[config.mk]
export PLATFORM = sky130hd
export DESIGN_NAME = fpu_top
export DESIGN_NICKNAME = d
export VERILOG_FILES = /design/src/hw/fpu_pkg.sv /design/src/hw/fpu_decode.sv /design/src/hw/fpu_execute.sv /design/src/hw/fpu_result.sv /design/src/hw/fpu_top.sv
export SDC_FILE = /design/constraint.sdc
export NUM_CORES = 2
export LEC_CHECK = 0
export ABC_CLOCK_PERIOD_IN_PS = 13900
export BUFFER_PORTS_ARGS = -buffer_cell sky130_fd_sc_hd__buf_2
export CAP_MARGIN = 15
export CORE_ASPECT_RATIO = 0.7
export CORE_MARGIN = 2
export CORE_UTILIZATION = 35
export DETAILED_ROUTE_END_ITERATION = 16
export GPL_TIMING_DRIVEN = 0
export PLACE_DENSITY = 0.59
export SLEW_MARGIN = 20
export SYNTH_ARGS = -nofsm -noshare
export SYNTH_HDL_FRONTEND = slang
export SYNTH_SLANG_ARGS = --single-unit
[constraint.sdc]
create_clock -name clk -period 13.9 [get_ports clk]
set_input_delay 1.39 -clock clk [delete_from_list [all_inputs] [get_ports clk]]
set_output_delay 1.39 -clock clk [all_outputs]
set_load 0.05 [all_outputs]
[src/hw/fpu_pkg.sv]
// fpu shared definitions
`default_nettype none

package fpu_pkg;

   // packed ieee single word
   typedef logic [31:0] fp_word_t;
   // biased exponent field
   typedef logic [7:0] exp_t;
   // exponent with headroom for over and underflow
   typedef logic signed [9:0] wide_exp_t;
   // hidden bit, 23 fraction bits, guard, round
   typedef logic [25:0] frac_t;
   // operation code
   typedef logic [6:0] funct_t;
   // rounding mode
   typedef logic [2:0] frm_t;
   // exception flags
   typedef logic [4:0] flags_t;

   // operation codes
   localparam funct_t FUNCT_ADD = 7'b0100000;
   localparam funct_t FUNCT_SUB = 7'b0100100;
   localparam funct_t FUNCT_MUL = 7'b0000010;

   // rounding modes, others fall back to nearest-even
   localparam frm_t FRM_RNE = 3'b000;
   localparam frm_t FRM_RTZ = 3'b001;
   localparam frm_t FRM_RDN = 3'b010;
   localparam frm_t FRM_RUP = 3'b011;
   localparam frm_t FRM_RMM = 3'b100;

   // flag bit positions
   localparam int FLAG_NV = 4;
   localparam int FLAG_DZ = 3;
   localparam int FLAG_OF = 2;
   localparam int FLAG_UF = 1;
   localparam int FLAG_NX = 0;

   // canonical quiet nan
   localparam fp_word_t QNAN_WORD = 32'h7FC00000;
   localparam exp_t EXP_BIAS = 8'd127;

endpackage

`default_nettype wire

[src/hw/fpu_decode.sv]
// fpu decode stage
`timescale 1ns/1ps
`default_nettype none

module fpu_decode (
   input  wire                       clk,
   input  wire                       nrst,
   input  wire fpu_pkg::fp_word_t    operand_a,
   input  wire fpu_pkg::fp_word_t    operand_b,
   input  wire fpu_pkg::funct_t      funct,
   input  wire fpu_pkg::frm_t        frm,
   output fpu_pkg::funct_t           d_funct,
   output fpu_pkg::frm_t             d_frm,
   output logic                      d_sign_a,
   output logic                      d_sign_b,
   output fpu_pkg::exp_t             d_exp_a,
   output fpu_pkg::exp_t             d_exp_b,
   output fpu_pkg::frac_t            d_frac_a,
   output fpu_pkg::frac_t            d_frac_b,
   output logic                      d_carry,
   output logic                      d_special,
   output fpu_pkg::fp_word_t         d_special_word,
   output fpu_pkg::flags_t           d_special_flags
);

   logic              sign_a;
   logic              sign_b;
   logic              sign_b_eff;
   fpu_pkg::exp_t     exp_a;
   fpu_pkg::exp_t     exp_b;
   logic              zero_a;
   logic              zero_b;
   logic              inf_a;
   logic              inf_b;
   logic              nan_a;
   logic              nan_b;
   logic [23:0]       sig_a;
   logic [23:0]       sig_b;
   logic              is_add;
   logic              is_mul;
   logic              a_larger;
   fpu_pkg::exp_t     exp_big;
   fpu_pkg::exp_t     exp_small;
   fpu_pkg::exp_t     shift_amt;
   fpu_pkg::frac_t    frac_big;
   fpu_pkg::frac_t    frac_small;
   logic [47:0]       product;
   logic              special;
   fpu_pkg::fp_word_t special_word;
   fpu_pkg::flags_t   special_flags;

   // field unpack
   assign sign_a = operand_a[31];
   assign sign_b = operand_b[31];
   assign exp_a  = operand_a[30:23];
   assign exp_b  = operand_b[30:23];

   // exp 0 reads as zero so denormals flush
   assign zero_a = (exp_a == 8'h00);
   assign zero_b = (exp_b == 8'h00);
   assign inf_a  = (exp_a == 8'hFF) && (operand_a[22:0] == 23'h0);
   assign inf_b  = (exp_b == 8'hFF) && (operand_b[22:0] == 23'h0);
   assign nan_a  = (exp_a == 8'hFF) && (operand_a[22:0] != 23'h0);
   assign nan_b  = (exp_b == 8'hFF) && (operand_b[22:0] != 23'h0);

   // significands with hidden bit
   assign sig_a = zero_a ? 24'h0 : {1'b1, operand_a[22:0]};
   assign sig_b = zero_b ? 24'h0 : {1'b1, operand_b[22:0]};

   assign is_add = (funct == fpu_pkg::FUNCT_ADD) || (funct == fpu_pkg::FUNCT_SUB);
   assign is_mul = (funct == fpu_pkg::FUNCT_MUL);

   // sub is add with b negated
   assign sign_b_eff = sign_b ^ (funct == fpu_pkg::FUNCT_SUB);

   // magnitude compare on exp and fraction together
   assign a_larger  = (operand_a[30:0] >= operand_b[30:0]);
   assign exp_big   = a_larger ? exp_a : exp_b;
   assign exp_small = a_larger ? exp_b : exp_a;
   assign shift_amt = exp_big - exp_small;

   // align smaller and drop bits past round
   assign frac_big   = a_larger ? {sig_a, 2'b00} : {sig_b, 2'b00};
   assign frac_small = (a_larger ? {sig_b, 2'b00} : {sig_a, 2'b00}) >> shift_amt;

   // full significand product with carry at bit 47
   assign product = {24'h0, sig_a} * {24'h0, sig_b};

   // special operand results decided here and carried down
   always_comb begin
      special       = 1'b0;
      special_word  = 32'h0;
      special_flags = 5'h0;
      if (is_add) begin
         special = nan_a || nan_b || inf_a || inf_b || (zero_a && zero_b);
         if (nan_a || nan_b) begin
            special_word = fpu_pkg::QNAN_WORD;
         end else if (inf_a && inf_b && (sign_a != sign_b_eff)) begin
            // inf - inf
            special_word = fpu_pkg::QNAN_WORD;
            special_flags[fpu_pkg::FLAG_NV] = 1'b1;
         end else if (inf_a) begin
            special_word = {sign_a, 8'hFF, 23'h0};
         end else if (inf_b) begin
            special_word = {sign_b_eff, 8'hFF, 23'h0};
         end else begin
            // -0 only when both are -0
            special_word = {sign_a & sign_b_eff, 31'h0};
         end
      end else if (is_mul) begin
         special = nan_a || nan_b || inf_a || inf_b || zero_a || zero_b;
         if (nan_a || nan_b) begin
            special_word = fpu_pkg::QNAN_WORD;
         end else if ((zero_a && inf_b) || (inf_a && zero_b)) begin
            special_word = fpu_pkg::QNAN_WORD;
            special_flags[fpu_pkg::FLAG_NV] = 1'b1;
         end else if (inf_a || inf_b) begin
            special_word = {sign_a ^ sign_b, 8'hFF, 23'h0};
         end else begin
            special_word = {sign_a ^ sign_b, 31'h0};
         end
      end
   end

   always_ff @(posedge clk or negedge nrst) begin
      if (!nrst) begin
         d_funct         <= '0;
         d_frm           <= '0;
         d_sign_a        <= 1'b0;
         d_sign_b        <= 1'b0;
         d_exp_a         <= '0;
         d_exp_b         <= '0;
         d_frac_a        <= '0;
         d_frac_b        <= '0;
         d_carry         <= 1'b0;
         d_special       <= 1'b0;
         d_special_word  <= '0;
         d_special_flags <= '0;
      end else begin
         d_funct         <= funct;
         d_frm           <= frm;
         d_special       <= special;
         d_special_word  <= special_word;
         d_special_flags <= special_flags;
         if (is_mul) begin
            d_sign_a <= sign_a;
            d_sign_b <= sign_b;
            d_exp_a  <= exp_a;
            d_exp_b  <= exp_b;
            // top 26 bits below the carry
            d_frac_a <= product[46:21];
            d_frac_b <= '0;
            d_carry  <= product[47];
         end else begin
            // a side is the shifted one
            d_sign_a <= a_larger ? sign_b_eff : sign_a;
            d_sign_b <= a_larger ? sign_a : sign_b_eff;
            d_exp_a  <= exp_big;
            d_exp_b  <= exp_small;
            d_frac_a <= frac_small;
            d_frac_b <= frac_big;
            d_carry  <= 1'b0;
         end
      end
   end

endmodule

`default_nettype wire

[src/hw/fpu_execute.sv]
// fpu execute stage
`timescale 1ns/1ps
`default_nettype none

module fpu_execute (
   input  wire                       clk,
   input  wire                       nrst,
   input  wire fpu_pkg::funct_t      d_funct,
   input  wire fpu_pkg::frm_t        d_frm,
   input  wire                       d_sign_a,
   input  wire                       d_sign_b,
   input  wire fpu_pkg::exp_t        d_exp_a,
   input  wire fpu_pkg::exp_t        d_exp_b,
   input  wire fpu_pkg::frac_t       d_frac_a,
   input  wire fpu_pkg::frac_t       d_frac_b,
   input  wire                       d_carry,
   input  wire                       d_special,
   input  wire fpu_pkg::fp_word_t    d_special_word,
   input  wire fpu_pkg::flags_t      d_special_flags,
   output fpu_pkg::funct_t           e_funct,
   output fpu_pkg::frm_t             e_frm,
   output logic                      e_sign,
   output fpu_pkg::wide_exp_t        e_exp,
   output fpu_pkg::frac_t            e_frac,
   output logic                      e_carry,
   output logic                      e_special,
   output fpu_pkg::fp_word_t         e_special_word,
   output fpu_pkg::flags_t           e_special_flags
);

   logic               is_mul;
   logic [26:0]        mag_sum;
   fpu_pkg::frac_t     mag_diff;
   fpu_pkg::wide_exp_t mul_exp;
   logic               sign_n;
   fpu_pkg::wide_exp_t exp_n;
   fpu_pkg::frac_t     frac_n;
   logic               carry_n;

   assign is_mul = (d_funct == fpu_pkg::FUNCT_MUL);

   // b holds the larger magnitude, so no borrow
   assign mag_sum  = {1'b0, d_frac_a} + {1'b0, d_frac_b};
   assign mag_diff = d_frac_b - d_frac_a;

   // biased sum, one bias removed
   assign mul_exp = fpu_pkg::wide_exp_t'({2'b00, d_exp_a})
                  + fpu_pkg::wide_exp_t'({2'b00, d_exp_b})
                  - fpu_pkg::wide_exp_t'({2'b00, fpu_pkg::EXP_BIAS});

   always_comb begin
      if (is_mul) begin
         sign_n  = d_sign_a ^ d_sign_b;
         exp_n   = mul_exp;
         frac_n  = d_frac_a;
         carry_n = d_carry;
      end else if (d_sign_a == d_sign_b) begin
         // same sign, magnitudes add
         sign_n  = d_sign_b;
         exp_n   = fpu_pkg::wide_exp_t'({2'b00, d_exp_a});
         frac_n  = mag_sum[25:0];
         carry_n = mag_sum[26];
      end else begin
         // exact cancellation comes out +0
         sign_n  = (mag_diff == '0) ? 1'b0 : d_sign_b;
         exp_n   = fpu_pkg::wide_exp_t'({2'b00, d_exp_a});
         frac_n  = mag_diff;
         carry_n = 1'b0;
      end
   end

   always_ff @(posedge clk or negedge nrst) begin
      if (!nrst) begin
         e_funct         <= '0;
         e_frm           <= '0;
         e_sign          <= 1'b0;
         e_exp           <= '0;
         e_frac          <= '0;
         e_carry         <= 1'b0;
         e_special       <= 1'b0;
         e_special_word  <= '0;
         e_special_flags <= '0;
      end else begin
         e_funct         <= d_funct;
         e_frm           <= d_frm;
         e_sign          <= sign_n;
         e_exp           <= exp_n;
         e_frac          <= frac_n;
         e_carry         <= carry_n;
         e_special       <= d_special;
         e_special_word  <= d_special_word;
         e_special_flags <= d_special_flags;
      end
   end

endmodule

`default_nettype wire

[src/hw/fpu_result.sv]
// fpu normalize and round stage
`timescale 1ns/1ps
`default_nettype none

module fpu_result (
   input  wire                       clk,
   input  wire                       nrst,
   input  wire fpu_pkg::funct_t      e_funct,
   input  wire fpu_pkg::frm_t        e_frm,
   input  wire                       e_sign,
   input  wire fpu_pkg::wide_exp_t   e_exp,
   input  wire fpu_pkg::frac_t       e_frac,
   input  wire                       e_carry,
   input  wire                       e_special,
   input  wire fpu_pkg::fp_word_t    e_special_word,
   input  wire fpu_pkg::flags_t      e_special_flags,
   output fpu_pkg::fp_word_t         result,
   output fpu_pkg::flags_t           flags
);

   logic               op_known;
   logic [4:0]         lead_zeros;
   fpu_pkg::frac_t     norm_frac;
   fpu_pkg::wide_exp_t norm_exp;
   logic               guard;
   logic               rnd;
   logic               lsb;
   logic               inexact;
   logic               rne_up;
   logic               round_up;
   logic [24:0]        rounded;
   logic [22:0]        final_man;
   fpu_pkg::wide_exp_t final_exp;
   fpu_pkg::fp_word_t  result_n;
   fpu_pkg::flags_t    flags_n;

   assign op_known = (e_funct == fpu_pkg::FUNCT_ADD) || (e_funct == fpu_pkg::FUNCT_SUB)
                   || (e_funct == fpu_pkg::FUNCT_MUL);

   // leading zeros, highest set bit wins
   always_comb begin
      lead_zeros = 5'd0;
      for (int i = 0; i < 26; i++) begin
         if (e_frac[i]) begin
            lead_zeros = 5'(25 - i);
         end
      end
   end

   // normalize to hidden bit at 25
   always_comb begin
      if (e_carry) begin
         // carry becomes hidden bit, lowest bit lost
         norm_frac = {1'b1, e_frac[25:1]};
         norm_exp  = e_exp + 10'sd1;
      end else begin
         norm_frac = e_frac << lead_zeros;
         norm_exp  = e_exp - fpu_pkg::wide_exp_t'({5'd0, lead_zeros});
      end
   end

   // two extra bits only
   assign guard   = norm_frac[1];
   assign rnd     = norm_frac[0];
   assign lsb     = norm_frac[2];
   assign inexact = guard | rnd;
   assign rne_up  = guard & (rnd | lsb);

   always_comb begin
      case (e_frm)
         fpu_pkg::FRM_RNE: round_up = rne_up;
         fpu_pkg::FRM_RTZ: round_up = 1'b0;
         fpu_pkg::FRM_RDN: round_up = e_sign & inexact;
         fpu_pkg::FRM_RUP: round_up = ~e_sign & inexact;
         fpu_pkg::FRM_RMM: round_up = guard;
         // unused codes act as nearest-even
         default:          round_up = rne_up;
      endcase
   end

   assign rounded = {1'b0, norm_frac[25:2]} + {24'd0, round_up};

   // rounding carry renormalizes
   assign final_man = rounded[24] ? rounded[23:1] : rounded[22:0];
   assign final_exp = norm_exp + (rounded[24] ? 10'sd1 : 10'sd0);

   always_comb begin
      result_n = {e_sign, final_exp[7:0], final_man};
      flags_n  = '0;
      flags_n[fpu_pkg::FLAG_NX] = inexact;
      // no divide in this unit
      flags_n[fpu_pkg::FLAG_DZ] = 1'b0;
      if (!op_known) begin
         result_n = '0;
         flags_n  = '0;
      end else if (e_special) begin
         result_n = e_special_word;
         flags_n  = e_special_flags;
      end else if (!e_carry && (e_frac == '0)) begin
         // zero sum is +0
         result_n = '0;
         flags_n  = '0;
      end else if (final_exp >= 10'sd255) begin
         result_n = {e_sign, 8'hFF, 23'h0};
         flags_n[fpu_pkg::FLAG_OF] = 1'b1;
         flags_n[fpu_pkg::FLAG_NX] = 1'b1;
      end else if (final_exp <= 10'sd0) begin
         // flush to signed zero
         result_n = {e_sign, 31'h0};
         flags_n[fpu_pkg::FLAG_UF] = 1'b1;
         flags_n[fpu_pkg::FLAG_NX] = 1'b1;
      end
   end

   always_ff @(posedge clk or negedge nrst) begin
      if (!nrst) begin
         result <= '0;
         flags  <= '0;
      end else begin
         result <= result_n;
         flags  <= flags_n;
      end
   end

endmodule

`default_nettype wire

[src/hw/fpu_top.sv]
// three-stage fpu
`timescale 1ns/1ps
`default_nettype none

module fpu_top (
   input  wire                       clk,
   input  wire                       nrst,
   input  wire fpu_pkg::fp_word_t    operand_a,
   input  wire fpu_pkg::fp_word_t    operand_b,
   input  wire fpu_pkg::funct_t      funct,
   input  wire fpu_pkg::frm_t        frm,
   output fpu_pkg::fp_word_t         result,
   output fpu_pkg::flags_t           flags
);

   // decode to execute
   fpu_pkg::funct_t    d_funct;
   fpu_pkg::frm_t      d_frm;
   logic               d_sign_a;
   logic               d_sign_b;
   fpu_pkg::exp_t      d_exp_a;
   fpu_pkg::exp_t      d_exp_b;
   fpu_pkg::frac_t     d_frac_a;
   fpu_pkg::frac_t     d_frac_b;
   logic               d_carry;
   logic               d_special;
   fpu_pkg::fp_word_t  d_special_word;
   fpu_pkg::flags_t    d_special_flags;

   // execute to result
   fpu_pkg::funct_t    e_funct;
   fpu_pkg::frm_t      e_frm;
   logic               e_sign;
   fpu_pkg::wide_exp_t e_exp;
   fpu_pkg::frac_t     e_frac;
   logic               e_carry;
   logic               e_special;
   fpu_pkg::fp_word_t  e_special_word;
   fpu_pkg::flags_t    e_special_flags;

   fpu_decode u_decode (
      .clk             (clk),
      .nrst            (nrst),
      .operand_a       (operand_a),
      .operand_b       (operand_b),
      .funct           (funct),
      .frm             (frm),
      .d_funct         (d_funct),
      .d_frm           (d_frm),
      .d_sign_a        (d_sign_a),
      .d_sign_b        (d_sign_b),
      .d_exp_a         (d_exp_a),
      .d_exp_b         (d_exp_b),
      .d_frac_a        (d_frac_a),
      .d_frac_b        (d_frac_b),
      .d_carry         (d_carry),
      .d_special       (d_special),
      .d_special_word  (d_special_word),
      .d_special_flags (d_special_flags)
   );

   fpu_execute u_execute (
      .clk             (clk),
      .nrst            (nrst),
      .d_funct         (d_funct),
      .d_frm           (d_frm),
      .d_sign_a        (d_sign_a),
      .d_sign_b        (d_sign_b),
      .d_exp_a         (d_exp_a),
      .d_exp_b         (d_exp_b),
      .d_frac_a        (d_frac_a),
      .d_frac_b        (d_frac_b),
      .d_carry         (d_carry),
      .d_special       (d_special),
      .d_special_word  (d_special_word),
      .d_special_flags (d_special_flags),
      .e_funct         (e_funct),
      .e_frm           (e_frm),
      .e_sign          (e_sign),
      .e_exp           (e_exp),
      .e_frac          (e_frac),
      .e_carry         (e_carry),
      .e_special       (e_special),
      .e_special_word  (e_special_word),
      .e_special_flags (e_special_flags)
   );

   fpu_result u_result (
      .clk             (clk),
      .nrst            (nrst),
      .e_funct         (e_funct),
      .e_frm           (e_frm),
      .e_sign          (e_sign),
      .e_exp           (e_exp),
      .e_frac          (e_frac),
      .e_carry         (e_carry),
      .e_special       (e_special),
      .e_special_word  (e_special_word),
      .e_special_flags (e_special_flags),
      .result          (result),
      .flags           (flags)
   );

endmodule

`default_nettype wire

After elaboration in Yosys (flattened, before gate mapping) --
Index checks and enable logic that the tools add are counted.
Word-level totals: output and inout bits 37, logic and storage cells 176, bits in registers 234
Operators by class: magnitude comparators 3, add/sub/neg operators 9, eq/ne operators 15, mux-type cells 83, multipliers 1, shift operators 2, reductions and logical operators 30, bitwise logic cells 10
Operator list (number):
- $mux 32 | 11
- $mux 26 | 7
- $mux 5 | 28
- $mux 31 | 3
- $logic_not 26->1 | 2
- $mul 24x24->48 | 1
- $mux 24 | 2
- $logic_not 23->1 | 2
- $reduce_bool 23->1 | 2
- $mux 8 | 4
- $ge 31x31->1 | 1
- $eq 7x6->1 const B | 4
- $add 26x26->27 | 1
- $shl 26x5->26 | 1
- $shr 26x8->26 | 1
- $sub 26x26->26 | 1
- $add 24x1->25 | 1
- $mux 23 | 1
- $mux 1 | 22
- $eq 7x2->1 const B | 3
- $mux 10 | 2
- $eq 8x8->1 const B | 2
- $logic_not 8->1 | 2
- $logic_or 1x1->1 | 11
- other kinds (22) | 38

Longest topological paths before layout --
depth in word-level cells 40, depth in mapped cells 35, gate-level depth less buffers 31

Cells and area by module --
A second synthesis with hierarchy kept.
Second synthesis, totals: cells, all modules 4286, area, all modules 36368.6 um^2
By module, submodules not included:
- fpu_decode | area each 24827.6 um^2, times used 1, seq. area each 2102.0 um^2, cells an instance 2834
- fpu_execute | area each 6253.5 um^2, times used 1, seq. area each 2152.1 um^2, cells an instance 700
- fpu_result | area each 5287.6 um^2, times used 1, seq. area each 925.9 um^2, cells an instance 752

Worst setup path before layout --
OpenSTA, ideal clock, no wires.
path type input port to flip-flop, from input port operand_b[24], to register u_decode.d_frac_a[20], arrival time 9.466 ns, library setup time 0.121 ns, slack 4.313 ns, stages on the path 34, path through clkbuf_1 > nor4_1 > and2_1 > clkbuf_1 > nor2_1 > inv_1 > clkbuf_1 > nor2_1 > clkbuf_1 > nand2_1 > fa_1 > inv_1 > fa_1 > fa_1 > inv_1 > fa_1 > inv_1 > fa_1 > inv_1 > fa_1 > inv_1 > fa_1 > ha_1 > a211o_1 > a21oi_1 > o2111ai_1 > o2111ai_1 > a2111oi_0 > o21ai_0 > a21oi_1 > a2111oi_0 > o21bai_1 > xor2_1 > a22o_1
Between the ends: longest elaborated chain between the ends 5, elaborated cells on any way between the ends 10
RTL lines:
- start: declaration | line fpu_top.sv:9 | input wire fpu_pkg::fp_word_t operand_b,
- $ge 31x31->1 or $logic_not 8->1 (tied branches) | line fpu_decode.sv:77, fpu_decode.sv:60
- $mux 8, or another cell as far along | line fpu_decode.sv:78 | assign exp_big = a_larger ? exp_a : exp_b;
- $sub 8x8->8 or $mux 26 (tied branches) | line fpu_decode.sv:80, fpu_decode.sv:84
- $shr 26x8->26 | line fpu_decode.sv:84 | assign frac_small = (a_larger ? {sig_b, 2'b00} : {sig_a, 2'b00}) >> shift_amt;
- $mux 26 (*) | line fpu_decode.sv:145 | if (is_mul) begin
- end signal: assignment | line fpu_decode.sv:151 | d_frac_a <= product[46:21];
- end signal: assignment | line fpu_decode.sv:160 | d_frac_a <= frac_small;
- end: declaration | line fpu_decode.sv:18 | output fpu_pkg::frac_t d_frac_a,
Every way passes the cells marked *; elsewhere a longest branch is shown, timed or not.

Final worst setup path --
from input port operand_b[24], to register u_decode.d_frac_a[21]
The elaborated chain is that of the path after synthesis.

==> out/metrics.cfg <==
[synthesis]
syn_inst=3899
syn_area_per_cell_um2=8.489
synth.distinct_cells=100
asyncSetResetFlopFracSynth_pct=100.0
ys_ff_latch=173
synth_area_um2=33100
yosys_most_used_dff=dfrtp_1
yosysSeqAreaShare_pct=13.08
syn_nets=4735
synth-edff-count=0
synth_commonest_cells=620 x inv_1, 501 x nand2_1, 484 x fa_1
synth_most_common_cell=inv_1
yosys.area.top_type=fa_1
synth_area_leaders=fa_1 29%, dfrtp_1 13%, ha_1 10%
synth_warnings=0
yosysTopAreaCellShare_pct=29.27

[critical_path]
arrival_ns=13.22
required_ns=14.31
cpMostUsedCell=fa_1
critPathCaptureType=flip-flop
crit_type=in2reg
critical_path_peak_fanout=10
r2r-start=u_execute.e_frac[20]
crit_start=operand_b[24]
worstSetupStartpointType=input pin
crit_path_max_incr_delay_ns=0.69
crit_slowest_cell=nor2_1

[placement]
pre_cts_slack_ns=0.9988
port_buffers=100
gp_congestion=0.9943
hpwl_mm=100.2

[drt]
dr_wl_met3_mm=14.73
drt_first_iter_violations=3089
drt_pre_antenna_iters=6
wl_per_cell_um=22.71
dr.max_layer_used=met5
num_vias=29270
met2_length_mm=47.25
ant_nets=0
wirelength_mm=120.0
viasPerCell=5.538
wl_met1_mm=54.86
route.detailed.drc=0

[floorplan]
die_h_um=261.3
core_um2=93860
io_pins=113
fp-row-count=94
dieArea_um2=97080
start_util_pct=35.27
die_width_um=371.6

[clock_tree]
cts_setup_buffers=0
cts_tree=built
insertion_delay_ns=0.47
cts-root-buf=clkbuf_16
clk_path_buf_depth=2
clock_sinks=173
path_clk_slew_ns=0.09
h-tree-depth=4
numCtsBuffers=17
ctsResizeCount=0
hold_buffers=0

[global_route]
grt_pass1_vias=28290
grt_overflow=0
antenna_found_initial=7
grt_use_total_pct=24.81
grt_max_degree=72
grt_pass1_wl_mm=180.2

[run_status]
outcome=finished, final reports clean

[sta]
finalWorstSetupSlack_ns=1.087
tightest_slew_ns=1.216
drv_slew=0
setup_viol=0
max_freq_mhz=78.05
finalSetupTns_ns=0
hold_violations=0
min_period_ns=12.81
fin_skew_ns=0.01434
rsz0062_at_grt=false
fin_crit_sh_pct=92.18
slew_headroom_pct=18.16

[min_path]
hold_class=reg2reg
min-delay-start=u_decode.d_special_word[31]

[job]
drv_cap=0

[final_layout]
layout-drive-gt1-share_pct=6.273
syn_to_final_growth_pct=8.475
nNetsFinal=4856

==> area by class of cell <==
cell class	count	area (um^2)
Clock inverter	15	222.7
Antenna cell	4	10.01
Clock buffer	17	425.4
Fill cell	9752	57950
Buffer	239	977.2
Timing Repair Buffer	102	565.5
Sequential cell	173	4329
Tap cell	1248	1562
Multi-Input combinational cell	2860	25460
Inverter	627	2356
==> cells by family (layout without fill, tap and decap cells) <==
group | after synthesis | count (layout) | synth area share (%)
and+or+nand+nor | 1242 | 1242 | 17.66
buffers and inverters | 866 | 1000 | 10.07
adders and majority gates | 761 | 761 | 39.74
AOI/OAI and AO/OA | 635 | 635 | 12.88
DFF | 173 | 173 | 13.08
xor gates and xnor gates | 116 | 116 | 3.070
muxes | 105 | 105 | 3.489
other | 1 | 5 | 0.01133
==> registers in the layout, summed over array words and instances (netlist names), 3 cells and up <==
name / cells
u_decode.d_frac_a: 26
u_execute.e_exp: 10
u_decode.d_funct: 7
u_execute.e_funct: 7
u_execute.e_frac: 26
u_execute.e_special_word: 3
u_decode.d_exp_a: 8
u_result.flags: 4
u_decode.d_special_word: 3
u_execute.e_frm: 3
u_decode.d_frm: 3
u_result.result: 32
u_decode.d_frac_b: 24
u_decode.d_exp_b: 8
==> metal layers <==
metal  vias up  track usage [%]
met4         8            6.104
li1      13040                -
met5         -                0
met1     14610            37.33
met2      1440            33.58
met3       166            8.342
==> worst max-delay path, delay by kind of cell <==
family	cells	cell delay [ns]
adders and majority gates	8	3.83
AOI/OAI and AO/OA	10	3.73
buffers and inverters	8	1.88
and+or+nand+nor	5	1.96
xor gates and xnor gates	1	0.42
==> layout by cell type (no fill, tap or decap), types with 24 or more instances in the layout <==
cell	Yosys	layout
a211oi_1	32	32
a21o_1	31	31
a21oi_1	167	167
a22o_1	30	30
a31oi_1	31	31
and2_1	38	38
and3_1	98	98
buf_2	19	118
clkbuf_1	197	197
dfrtp_1	173	173
fa_1	484	484
ha_1	276	276
inv_1	620	620
mux2i_1	76	76
nand2_1	501	501
nand3_1	94	94
nand4_1	32	32
nor2_1	273	270
nor3_1	50	50
nor4_1	40	40
o211ai_1	24	24
o21ai_0	115	115
xnor2_1	74	74
xor2_1	42	42
==> path summary, 6_finish.rpt <==
path / end / slack, ns / cells past startpoint
worst max-delay path: u_decode.d_frac_a[21] / 1.09 / 32
worst min register to register: u_execute.e_special_word[31] / 0.35 / 0
worst max register to register: u_result.result[20] / 5.29 / 28
min in group asynchronous: u_result.flags[1] / 0.78 / 1
max in group asynchronous: u_decode.d_frac_a[4] / 12.10 / 3
worst min-delay path: u_execute.e_special_word[31] / 0.35 / 0
==> through the flow <==
| step | instances | hold WS [ns] | utilization (%) | instance area [um^2] |
|---|---|---|---|---|
| floorplan | 3899 | 0.3312 | - | 33100 |
| global placement | 5247 | 0.3337 | 37.46 | 35160 |
| detailed placement | 5249 | 0.3364 | 37.54 | 35240 |
| CTS | 5281 | 0.3529 | 38.23 | 35880 |
| global route | 5283 | 0.3565 | 38.25 | 35900 |
| finish | 5285 | 0.3538 | 38.25 | 35900 |
Power is left out: the tool's default activity adds up to more than one toggle a clock period on the data nets, which glitch-free logic cannot reach.
